==> src/include/mem_config.svh <==
`ifndef MEM_CONFIG_SVH
`define MEM_CONFIG_SVH

//////////////////////////////
// Data memory geometry
//////////////////////////////

// Byte address width, word index is two bits narrower
`define MEM_ADDR_BITS 12

//////////////////////////////
// Display window
//////////////////////////////

// Words shown, counted from word 0
`define DISP_WORDS 8

// Clocks spent on each display word
`define SCAN_DIV 4

`endif

==> src/source/wb_pkg.sv <==
`include "mem_config.svh"

package wb_pkg;

    // Word index into the data RAM
    typedef logic [`MEM_ADDR_BITS-3:0] word_idx_t;

    // Position inside the display window
    typedef logic [2:0] disp_idx_t;

    //////////////////////////////
    // Wishbone classic
    //////////////////////////////

    // Master to slave
    typedef struct packed {
        logic        cyc;
        logic        stb;
        logic        we;
        logic [3:0]  sel;
        word_idx_t   adr;
        logic [31:0] dat_w;
    } wb_m2s_t;

    // Slave to master
    typedef struct packed {
        logic        ack;
        logic [31:0] dat_r;
    } wb_s2m_t;

    //////////////////////////////
    // Display port
    //////////////////////////////

    typedef struct packed {
        word_idx_t index;
    } disp_req_t;

    // One scanned word with its window position
    typedef struct packed {
        logic        valid;
        disp_idx_t   index;
        logic [31:0] word;
    } disp_frame_t;

endpackage

==> src/source/lsu_pkg.sv <==
`include "mem_config.svh"

package lsu_pkg;

    // Access width of a load or store
    typedef enum logic [1:0] {
        SIZE_BYTE = 2'd0,
        SIZE_HALF = 2'd1,
        SIZE_WORD = 2'd2
    } acc_size_e;

    // Request from the core side, addr is a byte address
    typedef struct packed {
        logic                      write;
        acc_size_e                 size;
        logic                      sign_ext;
        logic [`MEM_ADDR_BITS-1:0] addr;
        logic [31:0]               wdata;
    } lsu_req_t;

    // Response, rdata is zero for stores and errors
    typedef struct packed {
        logic        err;
        logic [31:0] rdata;
    } lsu_rsp_t;

    // Memory word seen whole or as byte lanes
    // Lane 0 holds bits 7:0
    typedef union packed {
        logic [31:0]     word;
        logic [3:0][7:0] lane;
    } mem_word_u;

endpackage

==> src/source/lsu_bus_master.sv <==
`timescale 1ns/1ps
`include "mem_config.svh"

module lsu_bus_master
    import wb_pkg::*;
    import lsu_pkg::*;
(
    input  logic     clk,
    input  logic     rst,
    input  logic     req_valid,
    input  lsu_req_t req,
    output logic     req_ready,
    output logic     rsp_valid,
    output lsu_rsp_t rsp,
    input  logic     rsp_ready,
    output wb_m2s_t  wb_m,
    input  wb_s2m_t  wb_s
);

    typedef enum logic [1:0] {ST_IDLE, ST_BUS, ST_RESP} state_e;

    state_e      state;
    logic        accept;
    logic        misaligned;
    logic [3:0]  sel_d;
    mem_word_u   wdata_in;
    mem_word_u   st_word;
    mem_word_u   rd_word;
    logic [7:0]  ld_byte;
    logic [15:0] ld_half;
    logic [31:0] ld_data;

    // Request fields held for the bus cycle
    word_idx_t   adr_q;
    logic [3:0]  sel_q;
    logic        we_q;
    logic [31:0] dat_q;
    acc_size_e   size_q;
    logic        sign_q;
    logic [1:0]  lane_q;

    assign req_ready = (state == ST_IDLE);
    assign rsp_valid = (state == ST_RESP);
    assign accept    = req_valid && req_ready;

    //////////////////////////////
    // Request decode
    //////////////////////////////

    always_comb
    begin
        wdata_in.word = req.wdata;
        st_word.word  = req.wdata;
        misaligned    = 1'b0;
        sel_d         = 4'b0000;
        case (req.size)
            SIZE_BYTE:
            begin
                sel_d = 4'b0001 << req.addr[1:0];
                // Same byte on every lane
                for (int i = 0; i < 4; i++)
                begin
                    st_word.lane[i] = wdata_in.lane[0];
                end
            end
            SIZE_HALF:
            begin
                misaligned = req.addr[0];
                sel_d      = 4'b0011 << {req.addr[1], 1'b0};
                for (int i = 0; i < 4; i++)
                begin
                    st_word.lane[i] = wdata_in.lane[i % 2];
                end
            end
            SIZE_WORD:
            begin
                misaligned = (req.addr[1:0] != 2'b00);
                sel_d      = 4'b1111;
            end
            default:
                misaligned = 1'b1;
        endcase
    end

    // Load lane extraction from the returned word
    always_comb
    begin
        rd_word.word = wb_s.dat_r;
        ld_byte      = rd_word.lane[lane_q];
        ld_half      = {rd_word.lane[{lane_q[1], 1'b1}], rd_word.lane[{lane_q[1], 1'b0}]};
        case (size_q)
            SIZE_BYTE: ld_data = {{24{sign_q && ld_byte[7]}}, ld_byte};
            SIZE_HALF: ld_data = {{16{sign_q && ld_half[15]}}, ld_half};
            default:   ld_data = rd_word.word;
        endcase
    end

    //////////////////////////////
    // Controller
    //////////////////////////////

    always_ff @(posedge clk)
    begin
        if (rst)
            state <= ST_IDLE;
        else
        begin
            case (state)
                ST_IDLE:
                    if (req_valid)
                        state <= misaligned ? ST_RESP : ST_BUS;
                ST_BUS:
                    if (wb_s.ack)
                        state <= ST_RESP;
                ST_RESP:
                    if (rsp_ready)
                        state <= ST_IDLE;
                default:
                    state <= ST_IDLE;
            endcase
        end
    end

    always_ff @(posedge clk)
    begin
        if (accept)
        begin
            adr_q     <= req.addr[`MEM_ADDR_BITS-1:2];
            sel_q     <= sel_d;
            we_q      <= req.write;
            dat_q     <= st_word.word;
            size_q    <= req.size;
            sign_q    <= req.sign_ext;
            lane_q    <= req.addr[1:0];
            rsp.err   <= misaligned;
            rsp.rdata <= 32'h0;
        end
        else if (state == ST_BUS && wb_s.ack)
            rsp.rdata <= we_q ? 32'h0 : ld_data;
    end

    // Strobe only while waiting for ack
    always_comb
    begin
        wb_m.cyc   = (state == ST_BUS);
        wb_m.stb   = (state == ST_BUS);
        wb_m.we    = we_q;
        wb_m.sel   = sel_q;
        wb_m.adr   = adr_q;
        wb_m.dat_w = dat_q;
    end

    // Ack only answers our own cycle
    a_ack_in_cycle: assert property (@(posedge clk) disable iff (rst)
        wb_s.ack |-> wb_m.cyc && wb_m.stb);

    a_sel_set: assert property (@(posedge clk) disable iff (rst)
        wb_m.stb |-> (wb_m.sel != 4'b0000));

    // Held until the slave answers
    a_bus_hold: assert property (@(posedge clk) disable iff (rst)
        wb_m.stb && !wb_s.ack |=> $stable(wb_m.adr) && $stable(wb_m.sel));

endmodule

==> config.mk <==
export PLATFORM = sky130hd
export DESIGN_NAME = lsu_bus_master
export DESIGN_NICKNAME = d
export VERILOG_FILES = /design/src/source/wb_pkg.sv /design/src/source/lsu_pkg.sv /design/src/source/lsu_bus_master.sv
export VERILOG_INCLUDE_DIRS = /design/src /design/src/include
export SDC_FILE = /design/constraint.sdc
export NUM_CORES = 1
export LEC_CHECK = 0
export BUFFER_PORTS_ARGS = -buffer_cell sky130_fd_sc_hd__buf_2
export CORE_ASPECT_RATIO = 1.2
export CORE_MARGIN = 5
export CORE_UTILIZATION = 40
export CTS_CLUSTER_DIAMETER = 50
export CTS_CLUSTER_SIZE = 16
export DETAILED_ROUTE_END_ITERATION = 10
export GPL_TIMING_DRIVEN = 0
export HOLD_SLACK_MARGIN = 0.06
export PLACE_DENSITY = 0.72
export SLEW_MARGIN = 40
export SYNTH_ARGS = -nofsm -noshare
export SYNTH_HDL_FRONTEND = slang
export SYNTH_SLANG_ARGS = --single-unit
==> constraint.sdc <==
create_clock -name clk -period 7.73 [get_ports clk]
set_clock_uncertainty 0.05 [all_clocks]
set_input_delay 0.773 -clock clk [delete_from_list [all_inputs] [get_ports clk]]
set_output_delay 0.773 -clock clk [all_outputs]
set_load 0.02 [all_outputs]
==> results.toml, run 1 <==
[run_status]
status = "finished clean"

[yosys]
yosys_warnings = 0
synth_nets = 412
synthFlopType = "edfxtp_1"
synth.distinct_cells = 40
synthTopCellsByArea = "edfxtp_1 (42%), dfxtp_1 (18%), mux2_2 (6.0%)"
synth.top_cell.area_share = 0.422
async_flop_share = 0
synth.most_common_cell = "edfxtp_1"
synthTopCellsByCount = "edfxtp_1 (53), nand2_1 (40), dfxtp_1 (34)"
synth_cells = 327
synth_area_um2 = 3770
avgSynthCellArea_um2 = 11.5
ys_ff_latch = 87
synth_top_cell_by_area = "edfxtp_1"
synth_edf_count = 53
yosysSeqAreaShare = 0.603

[worst_setup_path]
cpPeakStageDelay_ns = 0.32
cpLargestDelayFamily = "buffers and inverters"
startpoint_type = "flip-flop"
worstPathArrival_ns = 1.38
cp_slowest_cell = "clkbuf_1"
reg2reg_depth = 6
regToRegStartpoint = "state[0]$_SDFFE_PP0P_"
crit_type = "flip-flop to primary output"
worstSetupEndpointType = "primary output"
worstPathMaxFanout = 9
critPathBufInv = 3
required_ns = 6.91
reg2reg_slack_ns = 5.80
crit_chain = "clkbuf_1 > nor2b_1 > buf_4 > buf_2"
rr_endpoint = "adr_q[6]$_DFFE_PP_"

[global_routing]
grt_max_degree = 19
first_global_vias = 3422
grt_overflow = 0
grtUsageTotal = 0.184
grt_pass1_wl_mm = 16.4
antenna_found_initial = 0

[routing]
drt_iter0_drc = 125
post_drt_wl_per_cell_um = 16.6
wl_mm = 10.5
via_count = 3246
remaining_drc_errors = 0
dr.pass1.iters = 4
antenna_left = 0
vias_per_cell = 5.12

[clock_network]
ctsResizeCount = 0
cts.htree.levels = 3
cts.path.max_buffers = 2
cts_made_buffers = 9
tritoncts = "done"
cts_root_buf = "clkbuf_8"
holdBufCountCts = 0
clock_sinks = 87
clk_pin_slew_ns = 0.09
postCtsSetupBuffers = 0
insertion_delay_ns = 0.35

[floorplanning]
fp.dieArea_um2 = 11500
start_util = 0.413
num_rows = 38
die_w_um = 98.6
core_area_um2 = 9130
die_h_um = 116
boundaryPins = 169

[hold_path]
holdPathEnd = "rsp[28]$_SDFFE_PP0P_"
hold_depth = 2
min_from = "rsp[28]$_SDFFE_PP0P_"
hp-class = "flip-flop to flip-flop"

[sta]
period_minus_slack_ns = 2.20
slew_headroom = 0.471
setup-violations-final = 0
worst_slew_pin_slew_ns = 0.791
holdWs_ns = 0.395
hold_viol_final = 0
max_freq_ghz = 0.454
finalSetupTns_ns = 0
slew_violations = 0
rsz0062_at_grt = "false"
fin_ws_ns = 5.53
period_share = 0.285

[finish]
drive_gt1_frac = 0.444
syn_to_final_growth_pct = 34.9
stdcell_count = 634
final_util = 0.557
fillers = 838
multi_input_area_um2 = 1380
register_area_um2 = 2270
antennaDiodeCount = 0
nets = 594

[power_and_ir_drop]
leakage_uw = 0.00220
ir_worst_vdd_uv = 135
p_per_area_nw_per_um2 = 226

[place]
port_buffers = 168
dpl.hpwl_mm = 8.27
dpl.cell_count = 618
gp_congestion = 0.909
pre_cts_ws_ns = 5.23

[run]
drv_cap = 0
==> sequential cells by signal, summed over array words and instances, names as in the netlist <==
signal	count
rsp	33
dat_q	32
adr_q	10
sel_q	4
lane_q	2
size_q	2
state	2
sign_q	1
we_q	1
==> layer usage <==
metal | global-route usage | vias to the layer above | wire, um | share of wire
met5 | 0 | - | 0 | 0
met3 | 0.0896 | 19 | 1360 | 0.13
li1 | - | 1567 | - | -
met1 | 0.195 | 1479 | 3860 | 0.37
met4 | 0.0847 | 0 | 299 | 0.028
met2 | 0.313 | 181 | 5010 | 0.48
==> power breakdown <==
part	internal, uW	switching [uW]	total (uW)
clock	247	160	407
sequential	529	11.0	539
combinational	76.5	124	201
total	852	295	1150
==> kinds of logic after synthesis <==
group                  synth area share
multiplexers                      0.102
AND/OR/NAND/NOR                  0.0946
flip-flops                        0.603
AO/OA/AOI/OAI                     0.167
buffers and inverters            0.0332
==> worst max-delay path by stage <==
stage | to | start | cells past startpoint
final | wb_m[48] | state[1]$_SDFFE_PP0P_ | 4
after global routing | wb_m[48] | state[1]$_SDFFE_PP0P_ | 4
after CTS | wb_m[48] | state[1]$_SDFFE_PP0P_ | 4
after detailed placement | dat_q[10]$_DFFE_PP_ | req[45] | 4
after global placement | adr_q[0]$_DFFE_PP_ | req_valid | 3
after floorplan | adr_q[0]$_DFFE_PP_ | req_valid | 2
==> placed cells by master, fill, tap and decap left out, types with 4 or more instances in the layout <==
cell type    n
nor2_1      11
a21oi_1     26
nand2b_1     7
nor3_1       9
o21ai_1     23
edfxtp_1    53
nand2_1     40
bufinv_16    4
dfxtp_1     34
mux2_2      20
o21a_1       5
clkbuf_1     9
mux2i_1     13
clkbuf_8     9
a32o_1       5
nor2b_1      4
buf_2      178
o21ai_0     25
==> cell type report <==
type                       count  area share
inverter                       5     0.00369
clock buffer                  10      0.0251
buffer                        22      0.0209
clock inverter                 6      0.0261
tap                          120      0.0295
timing repair buffer         171       0.177
multi-input combinational    213       0.271
sequential                    87       0.447
==> tightest hold or removal path: cells and delay by family (launching register included) <==
| family | cells | cell delay (ns) |
|---|---|---|
| flops | 1 | 0.31 |
| simple gates | 1 | 0.05 |
| compound gates | 1 | 0.05 |
==> metrics by stage <==
step / instance area [um2] / power, uW
detailed placement: 4820 / 752
global placement: 4760 / 743
global route: 5080 / 1200
CTS: 5080 / 1160
floorplan: 3770 / 668
finish: 5080 / 1150
No activity file was read; power rests on OpenSTA's default activity.
==> inputs of run 2 (changes only) <==
ABC_AREA = 1   (was default)
PLACE_DENSITY = 0.74   (was 0.72)
clock period = 1.85 ns   (was 7.73 ns; I/O delays follow)
==> run 2 against run 1 <==
Final cell count grew 24%. Synthesized area is 4.4% higher. Via count increased by 18%. Register-to-register slack worse by 5.7 ns. Utilization is 1.8 points higher. Largest power group unchanged. Highest routed layer unchanged.
==> results.toml, run 2 <==
[run_status]
status = "finished clean"

[sta]
max_freq_ghz = 0.587
slew_headroom = 0.597
period_share = 0.921
hold_viol_final = 0
rsz0062_at_grt = "true"
slew_violations = 0
setup-violations-final = 0
worst_slew_pin_slew_ns = 0.602
holdWs_ns = 0.0787
period_minus_slack_ns = 1.70

[floorplanning]
num_rows = 39
boundaryPins = 169
start_util = 0.411
die_h_um = 119
fp.dieArea_um2 = 11900
die_w_um = 101
core_area_um2 = 9560

[yosys]
synth_nets = 541
synth.most_common_cell = "nand2_1"
synth_cells = 456
async_flop_share = 0
synth_edf_count = 53
synthTopCellsByCount = "nand2_1 (162), edfxtp_1 (53), nor2_1 (41)"
synth_top_cell_by_area = "edfxtp_1"
synth.top_cell.area_share = 0.404
avgSynthCellArea_um2 = 8.63
synthFlopType = "edfxtp_1"
yosys_warnings = 0
yosysSeqAreaShare = 0.577
ys_ff_latch = 87
synth_area_um2 = 3940
synth.distinct_cells = 24
synthTopCellsByArea = "edfxtp_1 (40%), dfxtp_1 (17%), nand2_1 (15%)"

[place]
dpl.cell_count = 747
dpl.hpwl_mm = 9.17
postPlaceCellArea_um2 = 4940
port_buffers = 168
gp_congestion = 0.923

[worst_setup_path]
worstPathMaxFanout = 10
startpoint = "size_q[1]$_DFFE_PP_"
worstPathArrival_ns = 1.91
crit_type = "flip-flop to flip-flop"
startpoint_type = "flip-flop"
required_ns = 2.06
regToRegStartpoint = "size_q[1]$_DFFE_PP_"
worstSetupEndpointType = "flip-flop"

[run]
drv_cap = 0

[clock_network]
cts_root_buf = "clkbuf_16"
clock_sinks = 87
cts.path.max_buffers = 2
postCtsSetupBuffers = 0
cts.htree.levels = 3
cts_made_buffers = 9
tritoncts = "done"
clk_pin_slew_ns = 0.07
insertion_delay_ns = 0.33

[finish]
final_cell_mix = "buf_2 (174), nand2_1 (162), edfxtp_1 (53)"
stdcell_area_um2 = 5500
stdcell_count = 788
reg_top3 = "rsp x33, dat_q x32, adr_q x10"
largest_reg_flops = 33
nets = 745
regMostFlops = "rsp"
drive_gt1_frac = 0.338
antennaDiodeCount = 0
final_common_cell = "buf_2"
syn_to_final_growth_pct = 39.7

[routing]
post_drt_wl_per_cell_um = 15.4
remaining_drc_errors = 0
vias_per_cell = 4.87
wl_mm = 12.2
antenna_left = 0
dr.pass1.iters = 4
via_count = 3841
drt_iter0_drc = 160

[hold_path]
hp-class = "input pin to flip-flop"
min_from = "req[21]"

[power_and_ir_drop]
leakage_uw = 0.00256
p_total_uw = 5190
p_per_area_nw_per_um2 = 945
ir_worst_vdd_uv = 655

[global_routing]
grt_pass1_wl_mm = 19.3
grt_max_degree = 63
antenna_found_initial = 0
first_global_vias = 3952
grt_overflow = 0
grtUsageTotal = 0.204
## run 2: changes by cell type after synthesis, moves of 16 or more
cell,previous run,this run
o21ai_1,23,0
mux2_2,20,0
nand3_1,0,16
nand2_1,40,162
inv_1,3,29
nor2_1,12,41
## run 2: layout make-up
| type | count | area, um2 |
|---|---|---|
| buffer | 22 | 133 |
| clock buffer | 10 | 229 |
| clock inverter | 6 | 68.8 |
| fill | 883 | 4070 |
| inverter | 32 | 120 |
| multi-input combinational | 315 | 1430 |
| sequential | 87 | 2270 |
| tap | 123 | 154 |
| timing repair buffer | 193 | 1090 |
## run 2: worst paths after layout
| check | endpoint | slack (ns) | cells past startpoint |
|---|---|---|---|
| min reg2reg | rsp[21]$_SDFFE_PP0P_ | 0.41 | 2 |
| min | dat_q[21]$_DFFE_PP_ | 0.08 | 3 |
| max | rsp[1]$_SDFFE_PP0P_ | 0.15 | 6 |
| max reg2reg | rsp[1]$_SDFFE_PP0P_ | 0.15 | 6 |
## run 2: worst max-delay path, cell delays in order, from the launching register on
cell and delay (ns):
edfxtp_1 0.48, buf_2 0.24, a21oi_1 0.48, nand2_1 0.11, nand3_1 0.08, nand2_1 0.06, a21oi_1 0.14
## run 2: report_power, final
part,switching [uW],internal (uW)
Clock,778,1050
Sequential,55.6,2260
Combinational,698,353
## run 2: what timing repair did
action	4_1_cts	5_1_grt
resized for setup	2	1
setup endpoints to repair	56	41
hold buffers	25	0
endpoints found under the hold margin	26	0
## run 2: routing by layer
layer | part of all wire | GRT usage | vias up
met5 | 0 | 0 | -
met4 | 0.026 | 0.0792 | 0
met2 | 0.49 | 0.340 | 205
met1 | 0.37 | 0.230 | 1716
met3 | 0.12 | 0.0843 | 23
li1 | - | - | 1897
## run 2: per-stage QoR
stage          setup TNS, ns  worst slack, ns  utilization
6_report                   0            0.146        0.575
5_1_grt              -0.0242          -0.0232        0.575
4_1_cts                    0           0.0702        0.574
3_5_place_dp           -7.77           -0.149        0.516
3_3_place_gp           -6.06           -0.118        0.516
2_1_floorplan              0         0.000463            -
## run 2: cells by family after synthesis
kind of cell,synth area share
compound gates,0.116
buf+inv,0.0604
flops,0.577
simple gates,0.246
