### config.mk
export PLATFORM = sky130hd
export DESIGN_NAME = display_scan
export DESIGN_NICKNAME = d
export VERILOG_FILES = /design/src/source/wb_pkg.sv /design/src/source/display_scan.sv
export VERILOG_INCLUDE_DIRS = /design/src /design/src/include
export SDC_FILE = /design/constraint.sdc
export NUM_CORES = 1
export LEC_CHECK = 0
export BUFFER_PORTS_ARGS = -buffer_cell sky130_fd_sc_hd__buf_2
export CORE_AREA = 2 2 60 62
export DETAILED_ROUTE_END_ITERATION = 12
export DIE_AREA = 0 0 62 64
export PLACE_DENSITY_LB_ADDON = 0.2
export SLEW_MARGIN = 20
export SYNTH_ARGS = -nofsm -noshare
export SYNTH_HDL_FRONTEND = slang
export SYNTH_SLANG_ARGS = --single-unit
export TNS_END_PERCENT = 1
### constraint.sdc
create_clock -name clk -period 4.4 [get_ports clk]
set_clock_uncertainty 0.2 [all_clocks]
set_input_delay 0.66 -clock clk [delete_from_list [all_inputs] [get_ports clk]]
set_output_delay 0.66 -clock clk [all_outputs]
set_load 0.05 [all_outputs]
### src/include/mem_config.svh
`ifndef MEM_CONFIG_SVH
`define MEM_CONFIG_SVH

//////////////////////////////
// Data memory geometry
//////////////////////////////

// Byte address width, word index is two bits narrower
`define MEM_ADDR_BITS 12

//////////////////////////////
// Display window
//////////////////////////////

// Words shown, counted from word 0
`define DISP_WORDS 8

// Clocks spent on each display word
`define SCAN_DIV 4

`endif

### src/source/wb_pkg.sv
`include "mem_config.svh"

package wb_pkg;

    // Word index into the data RAM
    typedef logic [`MEM_ADDR_BITS-3:0] word_idx_t;

    // Position inside the display window
    typedef logic [2:0] disp_idx_t;

    //////////////////////////////
    // Wishbone classic
    //////////////////////////////

    // Master to slave
    typedef struct packed {
        logic        cyc;
        logic        stb;
        logic        we;
        logic [3:0]  sel;
        word_idx_t   adr;
        logic [31:0] dat_w;
    } wb_m2s_t;

    // Slave to master
    typedef struct packed {
        logic        ack;
        logic [31:0] dat_r;
    } wb_s2m_t;

    //////////////////////////////
    // Display port
    //////////////////////////////

    typedef struct packed {
        word_idx_t index;
    } disp_req_t;

    // One scanned word with its window position
    typedef struct packed {
        logic        valid;
        disp_idx_t   index;
        logic [31:0] word;
    } disp_frame_t;

endpackage

### src/source/display_scan.sv
`timescale 1ns/1ps
`include "mem_config.svh"

module display_scan
    import wb_pkg::*;
(
    input  logic        clk,
    input  logic        rst,
    output disp_req_t   disp_req,
    input  logic [31:0] disp_word,
    output disp_frame_t frame
);

    localparam int DIV_W = $clog2(`SCAN_DIV + 1);

    logic [DIV_W-1:0] div_cnt;
    logic             step;
    disp_idx_t        idx;
    // Index of the word now on disp_word
    disp_idx_t        req_idx_q;
    logic             pend_q;

    assign step     = (div_cnt == DIV_W'(`SCAN_DIV - 1));
    assign disp_req = '{index: word_idx_t'(idx)};

    always_ff @(posedge clk)
    begin
        if (rst)
        begin
            div_cnt     <= '0;
            idx         <= '0;
            pend_q      <= 1'b0;
            frame.valid <= 1'b0;
            frame.index <= '0;
        end
        else
        begin
            div_cnt <= step ? '0 : div_cnt + 1'b1;
            if (step)
                idx <= (idx == disp_idx_t'(`DISP_WORDS - 1)) ? '0 : idx + 1'b1;
            pend_q    <= 1'b1;
            req_idx_q <= idx;
            // RAM answers one clock after the request
            if (pend_q)
            begin
                frame.valid <= 1'b1;
                frame.index <= req_idx_q;
                frame.word  <= disp_word;
            end
        end
    end

    // Frames walk the window in order and wrap at its end
    a_index_order: assert property (@(posedge clk) disable iff (rst)
        frame.valid && $changed(frame.index) |->
            frame.index == (($past(frame.index) == disp_idx_t'(`DISP_WORDS - 1)) ?
                            disp_idx_t'(0) : disp_idx_t'($past(frame.index) + 1'b1)));

endmodule

==> results.toml, run 1 <==
[cells_and_area]
multi_input_area_um2 = 203.9
antenna_cells = 0
fin_nets = 197
final_layout_size_suffix_gt1_share_pct = 50.00
fin_cells = 206
seqCellArea_um2 = 1271
area_growth_pct = 28.55
fill_cells = 265

[route]
drc = 0
vias = 881
routed_via_density = 4.277
antenna_left = 0
drt_iter0_drc = 34
wire_per_inst_um = 11.78
drt-total-wl_um = 2426
firstDrtPassIters = 4

[placed_design]
hpwl_um = 1850
globalplace.congestion = 0.6766
place_ws_ns = 2.130
numPlacedInstances = 198
port_buffers = 72

[die]
dieArea_um2 = 3968
initial_core_util_pct = 46.44
die_w_um = 62
core-area_um2 = 3284
rows = 21
ioPinCount = 80
die_h_um = 64

[clock_network]
cts_sinks = 46
cts_resized = 0
clk_pin_slew_ns = 0.12
root_buffer = "clkbuf_4"
numCtsBuffers = 5
cts_hold_buf = 0
cts_tree = "built"
worst_skew_pair.late_latency_ns = 0.34
cts_setup_buffers = 0
cts_buffer_depth = 2
h-tree-depth = 2

[power_and_ir_drop]
seq_power_share_pct = 63.0
netSwitchingPower_uw = 206.9
p_int_uw = 578.7
total_power_uw = 785.6
swShare_pct = 26.34
power_frac_clock_pct = 22.8
p_comb_share_pct = 14.2
ir_drop_mv = 0.2065
p_leak_uw = 0.0008560
pwr_density_cell_nw_per_um2 = 400.7

[sta]
fmax_mhz = 520.2
slew_violations = 0
finalCriticalPeriod_ns = 1.923
worst_slack_ns = 2.477
max_slew_margin_pct = 59.68
setup_viol = 0
hold-worst-slack_ns = 0.2367
hold_viol = 0
fin_crit_sh_pct = 43.69
tightest_slew_ns = 0.6021
finalSetupTns_ns = 0
rsz0062_at_grt = "no"

[min_path]
holdCritPathClass = "flop to flop"

[global_route]
grt_usage_pct = 12.56
gr-total-overflow = 0
grt_start_max_net_pins = 21
grt_pass1_wl_um = 3470
antenna_found_initial = 0
grt_pass1_vias = 807

[synthesis]
yosysTopAreaCell = "edfxtp_1"
synth_top_area_share_pct = 68.91
synthFlopType = "edfxtp_1"
synth_area_leaders = "edfxtp_1, dfxtp_1, buf_4, ha_1, mux2i_1"
ys_warn_count = 0
ys_types = 16
synth_cells = 83
async_reset_ff_share_pct = 0
synthTopCellsByCount = "edfxtp_1, dfxtp_1, buf_4, nor2_1"
yosysMostFrequentCell = "edfxtp_1"
synth-edff-count = 35
synth_seq_cells = 46
synth_area_um2 = 1525
syn_avg_cell_area_um2 = 18.38
seq_area_frac_synth_pct = 83.35

[critical_path]
crit_chain = "nor2b_2, buf_4"
required_ns = 4.23
cp_data_arrival_time_ns = 1.75
critPathMaxFanout = 20
crit_type = "flop to flop"
startpoint_type = "flop"
critPathMaxStageDelay_ns = 0.57
cp_slowest_cell = "nor2b_2"
end_kind = "flop"

[outcome]
outcome = "finished, final reports clean"

[flow_run]
max-cap-violations = 0
==> registers in the layout, summed over array words and instances (netlist names) <==
name and count:
frame 36, pend_q 1, idx 3, div_cnt 3
req_idx_q 3
==> critical path, delay by kind of cell, from the launching register on <==
kind,cells,cell delay [ns]
buffers and inverters,1,0.38
and+or+nand+nor,1,0.57
DFF,1,0.45
==> per-stage QoR <==
stage | util, % | instance area (um2)
3_5_place_dp | 58.10 | 1908
4_1_cts | 59.70 | 1961
2_1_floorplan | - | 1548
6_report | 59.70 | 1961
5_1_grt | 59.70 | 1961
3_3_place_gp | 58.10 | 1908
==> power groups by stage <==
stage | registers [uW] | clock network (uW) | logic [uW]
after global routing | 498 | 205 | 119
final | 495 | 179 | 111
after CTS | 496 | 191 | 112
after floorplan | 557 | 0 | 34.5
after global placement | 505 | 0 | 110
after detailed placement | 505 | 0 | 112
==> layout make-up <==
cell class | instances | area share [%]
tap | 46 | 2.936
clock buffer | 7 | 2.297
multi-input combinational | 31 | 10.40
clock inverter | 1 | 0.3829
inverter | 2 | 0.3829
timing repair buffer | 73 | 18.76
sequential | 46 | 64.84
==> layer usage <==
layer  vias up  routed length [um]  global-route usage, %
met4         0                  77                  7.979
met3        10                 278                  5.263
li1        433                   -                      -
met1       390                 868                  12.64
met5         -                   0                      0
met2        48                1201                  20.44
==> kinds of logic after synthesis <==
kind of cell,after synthesis,synth area share (%)
AND/OR/NAND/NOR,14,4.923
AO/OA/AOI/OAI,2,0.6563
flip-flops,46,83.35
other,1,0.2459
buffers and inverters,12,4.923
multiplexers,4,2.625
adder cells (fa/ha/maj),4,3.282
==> path summary, 6_finish.rpt <==
| kind | to | cells past startpoint | start | slack [ns] |
|---|---|---|---|---|
| setup / recovery | frame[3] | 2 | pend_q | 2.48 |
| hold / removal | div_cnt[0] | 1 | div_cnt[0] | 0.24 |
| setup reg to reg | frame[3] | 2 | pend_q | 2.48 |
| hold reg to reg | div_cnt[0] | 1 | div_cnt[0] | 0.24 |
==> placed cells by master (no fill, tap or decap) <==
cell type    n
nor2_1       6
mux2i_1      4
nor3b_1      1
clkinvlp_4   1
inv_1        2
clkbuf_1     2
buf_2       72
nor2b_2      1
nand3b_1     1
dfxtp_1     11
buf_4        1
a21oi_1      2
nor3_1       2
ha_1         4
or3b_1       1
conb_1       7
clkbuf_4     5
nand2b_1     2
edfxtp_1    35
Note: power is estimated with default switching activity, not from simulation.
==> run 2: changes to the inputs <==
ABC_AREA = 1   (was default)
CORE_AREA = 2 2 66 68   (was 2 2 60 62)
DIE_AREA = 0 0 68 70   (was 0 0 62 64)
clock period = 1.6 ns   (was 4.4 ns; I/O delays follow)
==> run 2 against run 1 <==
Sequential share of layout area fell by 11 points. Non-clock buffer count rose by 32. Setup slack got worse by 2.3 ns. Sequential cell count did not move. Clock power rose to 3.6 times the previous value. Global-route usage fell by 0.23 points. Routed wire length rose by 20%. Die area rose by 20%. Total power rose to 3.1 times the previous value.
==> results.toml, run 2 <==
[outcome]
outcome = "finished, final reports clean"

[clock_network]
h-tree-depth = 2
numCtsBuffers = 5
root_buffer = "clkbuf_8"
cts_sinks = 46
worst_skew_pair.late_latency_ns = 0.28
cts_resized = 0
cts_buffer_depth = 2
clk_pin_slew_ns = 0.08
cts_tree = "built"

[critical_path]
cp_data_arrival_time_ns = 0.98
startpoint_type = "flop"
crit_type = "flop to output port"
critical_path_buf_inv_count = 1
cp_slowest_cell = "dfxtp_1"
required_ns = 1.16
critPathMaxFanout = 4
critPathMaxStageDelay_ns = 0.41
crit_chain = "buf_2"
path_depth = 1
rrSetupSlack_ns = 0.29
worst_r2r_path_depth = 3
end_kind = "output port"
critPathTopFamily = "flip-flops"

[die]
core-area_um2 = 4144
rows = 24
die_w_um = 68
dieArea_um2 = 4760
initial_core_util_pct = 37.08
ioPinCount = 80
die_h_um = 70

[global_route]
grt_usage_pct = 12.33
gr-total-overflow = 0
met3_usage_pct = 4.992
grt_pass1_vias = 991
grtUsageMet2_pct = 22.76
grt_start_max_net_pins = 33
met1_usage_pct = 11.92
antenna_found_initial = 0
busiest_layer = "met2"
grt_pass1_wl_um = 4236

[sta]
slew_violations = 0
setup_viol = 0
worst_slack_ns = 0.1753
finalCriticalPeriod_ns = 1.425
fmax_mhz = 701.9
hold_viol = 0
fin_crit_sh_pct = 89.04
finalSetupTns_ns = 0
rsz0062_at_grt = "no"

[power_and_ir_drop]
seq_power_share_pct = 56.8
p_int_uw = 1780
pwr_density_cell_nw_per_um2 = 1022
swShare_pct = 26.22
netSwitchingPower_uw = 632.6
ir_drop_mv = 0.5524
p_comb_share_pct = 16.6
p_leak_uw = 0.001037
power_frac_clock_pct = 26.6

[synthesis]
synthFlopType = "edfxtp_1"
seq_area_frac_synth_pct = 82.74
async_reset_ff_share_pct = 0
synth_seq_cells = 46
synth_area_leaders = "edfxtp_1, dfxtp_1, nor2_1, buf_4, ha_1"
synth_top_area_share_pct = 68.40
synthTopCellsByCount = "edfxtp_1, nor2_1, dfxtp_1, buf_4"
yosysMostFrequentCell = "edfxtp_1"
yosysTopAreaCell = "edfxtp_1"
synth_area_um2 = 1536
synth-edff-count = 35
ys_warn_count = 0
synth_cells = 94
syn_avg_cell_area_um2 = 16.35
ys_types = 15

[route]
routed_via_density = 4.062
drc = 0
vias = 1048
firstDrtPassIters = 4
drt-total-wl_um = 2914
drt_iter0_drc = 60
wire_per_inst_um = 11.29
antenna_left = 0

[min_path]
holdCritPathClass = "primary input to flop"
hold_depth = 2

[cells_and_area]
fill_cells = 342
regMostFlops = "frame"
antenna_cells = 0
largest_reg_flops = 36
fin_nets = 243
final_layout_size_suffix_gt1_share_pct = 42.23
area_growth_pct = 53.66
final_cell_mix = "buf_2, edfxtp_1, dlygate4sd3_1"
final_common_cell = "buf_2"

[placed_design]
globalplace.congestion = 0.6382
hpwl_um = 1941
place_ws_ns = 0.3082
port_buffers = 72

[flow_run]
max-cap-violations = 0
-- run 2: changes by cell type after synthesis, moves of 2 or more --
cell,before,now
nor2_1,6,15
o21ai_1,0,4
nand2b_1,2,0
nand2_1,0,5
clkbuf_1,2,0
mux2i_1,4,0
inv_1,2,5
a21oi_1,2,0
inv_2,0,2
nor3_1,2,0
-- run 2: final timing paths --
check | from | endpoint
hold / removal | rst | frame[35]
setup / recovery | idx[1] | disp_req[1]
hold reg to reg | div_cnt[0] | div_cnt[0]
setup reg to reg | pend_q | frame[30]
-- run 2: cell families after synthesis --
group                      share of synthesized area (%)
AOI/OAI and AO/OA                                  1.873
adders and majority gates                          3.257
buffers and inverters                              5.538
DFF                                                82.74
other                                             0.2441
and+or+nand+nor                                    6.352
-- run 2: area by class of cell --
type	instances	area, um2	share of cell area [%]
clock buffer	6	72.57	3.074
clock inverter	2	8.758	0.3710
inverter	8	32.53	1.378
multi-input combinational	39	210.2	8.903
sequential	46	1271	53.84
tap	52	65.06	2.756
timing repair buffer	105	700.7	29.68
-- run 2: routing by layer --
metal,vias up,part of all wire [%],routed length [um]
li1,529,-,-
met1,464,37,1085
met2,50,52,1505
met3,5,9.8,287
met4,0,1.2,36
met5,-,0,0
-- run 2: per-stage QoR --
step           instance area, um2  std cells  util, %  hold WS [ns]  power [uW]
3_5_place_dp                 1959        218    47.28        0.2183        1739
6_report                     2361        258    56.97       0.01005        2413
2_1_floorplan                1567        100        -        0.1124        1652
4_1_cts                      2361        258    56.97      0.005050        2433
3_3_place_gp                 1959        218    47.28        0.2050        1732
5_1_grt                      2361        258    56.97       0.01203        2521
-- run 2: power groups by stage --
stage / clock network, uW / registers, uW / logic (uW)
final: 642 / 1370 / 401
after global routing: 715 / 1380 / 430
after CTS: 659 / 1370 / 403
after detailed placement: 0 / 1400 / 341
after global placement: 0 / 1400 / 337
after floorplan: 0 / 1550 / 102
-- run 2: what timing repair did --
action,CTS,global route
endpoints found under the setup margin,0,0
endpoints found under the hold margin,32,0
hold buffers,32,0
buffers inserted,0,0
==> run 3: changes to the inputs <==
clock period = 1.2 ns   (was 1.6 ns; I/O delays follow)
==> run 3 against run 2 <==
The run now ends with negative setup slack left. Clock-buffer cell count unchanged. Via count up 6.5%. Register-to-register slack worse by 0.34 ns. Critical endpoint unchanged.
==> results.toml, run 3 (synthesis results as in run 2) <==
[outcome]
outcome = "finished with violations"
violations = "negative setup slack"

[placed_design]
hpwl_um = 2262
port_buffers = 72
place_ws_ns = -0.08550
globalplace.congestion = 0.7857

[cells_and_area]
fin_nets = 251
final_common_cell = "buf_6"
largest_reg_flops = 36
fill_cells = 301
regMostFlops = "frame"
antenna_cells = 0
area_growth_pct = 77.69
final_cell_mix = "buf_6, edfxtp_1, buf_2"
fin_util_pct = 65.88
final_layout_size_suffix_gt1_share_pct = 50.00

[power_and_ir_drop]
total_power_uw = 3363
p_leak_uw = 0.001156
pwr_density_cell_nw_per_um2 = 1232
ir_drop_mv = 0.5699

[global_route]
gr-total-overflow = 0
grtUsageMet2_pct = 27.08
grt_usage_pct = 14.64
grt_start_max_net_pins = 30
met3_usage_pct = 5.797
busiest_layer = "met2"
met1_usage_pct = 14.24
grt_pass1_wl_um = 5064
antenna_found_initial = 0
grt_pass1_vias = 1170

[route]
routed_via_density = 4.195
drc = 0
firstDrtPassIters = 5
drt_iter0_drc = 68
antenna_left = 0
drt-total-wl_um = 3438
wire_per_inst_um = 12.92
vias = 1116

[die]
rows = 24
die_h_um = 70
ioPinCount = 80
die_w_um = 68
core-area_um2 = 4144
initial_core_util_pct = 37.08
dieArea_um2 = 4760

[sta]
fmax_mhz = 799.1
worst_slack_ns = -0.05145
setup_viol = 58
finalCriticalPeriod_ns = 1.251
slew_violations = 0
hold-worst-slack_ns = 0.02069
rsz0062_at_grt = "yes"
hold_viol = 0
fin_crit_sh_pct = 104.3

[clock_network]
h-tree-depth = 2
clk_pin_slew_ns = 0.08
numCtsBuffers = 5
cts_tree = "built"
cts_sinks = 46
worst_skew_pair.late_latency_ns = 0.29
cts_buffer_depth = 2
root_buffer = "clkbuf_8"

[critical_path]
crit_type = "flop to output port"
critPathTopFamily = "flip-flops"
worst_r2r_path_depth = 4
path_depth = 2
required_ns = 0.82
critPathMaxStageDelay_ns = 0.33
crit_chain = "buf_6, buf_8"
regToRegStartpoint = "idx[0]"
critPathMaxFanout = 2
critical_path_buf_inv_count = 2
startpoint_type = "flop"
cp_data_arrival_time_ns = 0.87
cp_slowest_cell = "dfxtp_2"
r2r_end = "idx[2]"
end_kind = "output port"
rrSetupSlack_ns = -0.05

[min_path]
holdPathEnd = "frame[35]"
hold_depth = 3
holdCritPathClass = "primary input to flop"
hp-start = "rst"

[flow_run]
max-cap-violations = 0
-- run 3: changes by cell type in the layout (fill, tap and decap cells not counted), sizes merged --
cell,before,now
buf,73,81
-- run 3: metrics by stage --
stage                     setup TNS (ns)  instance area [um2]  cells
after floorplan                   -10.28                 1570    100
after global placement           -0.7807                 2008    224
after detailed placement          -1.213                 2008    224
after CTS                         -1.881                 2700    266
after global routing              -3.981                 2730    266
final                            -0.9045                 2730    266
-- run 3: final cells by class --
class	count	area, um2	share of cell area [%]
Tap cell	52	65.06	2.383
Multi-Input combinational cell	39	241.5	8.845
Clock inverter	2	8.758	0.3208
Timing Repair Buffer	113	1023	37.49
Inverter	8	35.03	1.283
Sequential cell	46	1284	47.02
Clock buffer	6	72.57	2.658
-- run 3: how the worst max path moves through the flow --
stage,startpoint,end,slack [ns]
after floorplan,pend_q,frame[0],-0.30
after global placement,div_cnt[0],idx[1],-0.04
after detailed placement,div_cnt[0],idx[2],-0.09
after CTS,idx[0],disp_req[0],-0.07
after global routing,idx[0],idx[2],-0.09
final,idx[1],disp_req[1],-0.05
-- run 3: timing repair --
item                       in CTS  in global routing
hold buffers                   32                  0
pin swaps                       3                  0
resized for setup              90                  6
setup buffers                   2                  0
setup endpoints to repair      74                 71
hold endpoints to repair       32                  0
-- run 3: layer usage --
layer  vias up  share of wire [%]
met1       514                 35
li1        545                  -
met4         0                1.4
met2        51                 55
met5         -                  0
met3         6                8.5
-- run 3: report_power, final --
part	total, uW	internal [uW]	leakage (uW)	switching [uW]
clock network	861	400	0.0000426	461
registers	1850	1800	0.000425	43.8
logic	655	275	0.000688	380
-- run 3: worst register-to-register path, cell delays in order, from the launching register on --
cell and delay [ns]:
dfxtp_2 0.33, ha_1 0.19, ha_2 0.31, nor2_1 0.04, nor2_1 0.10
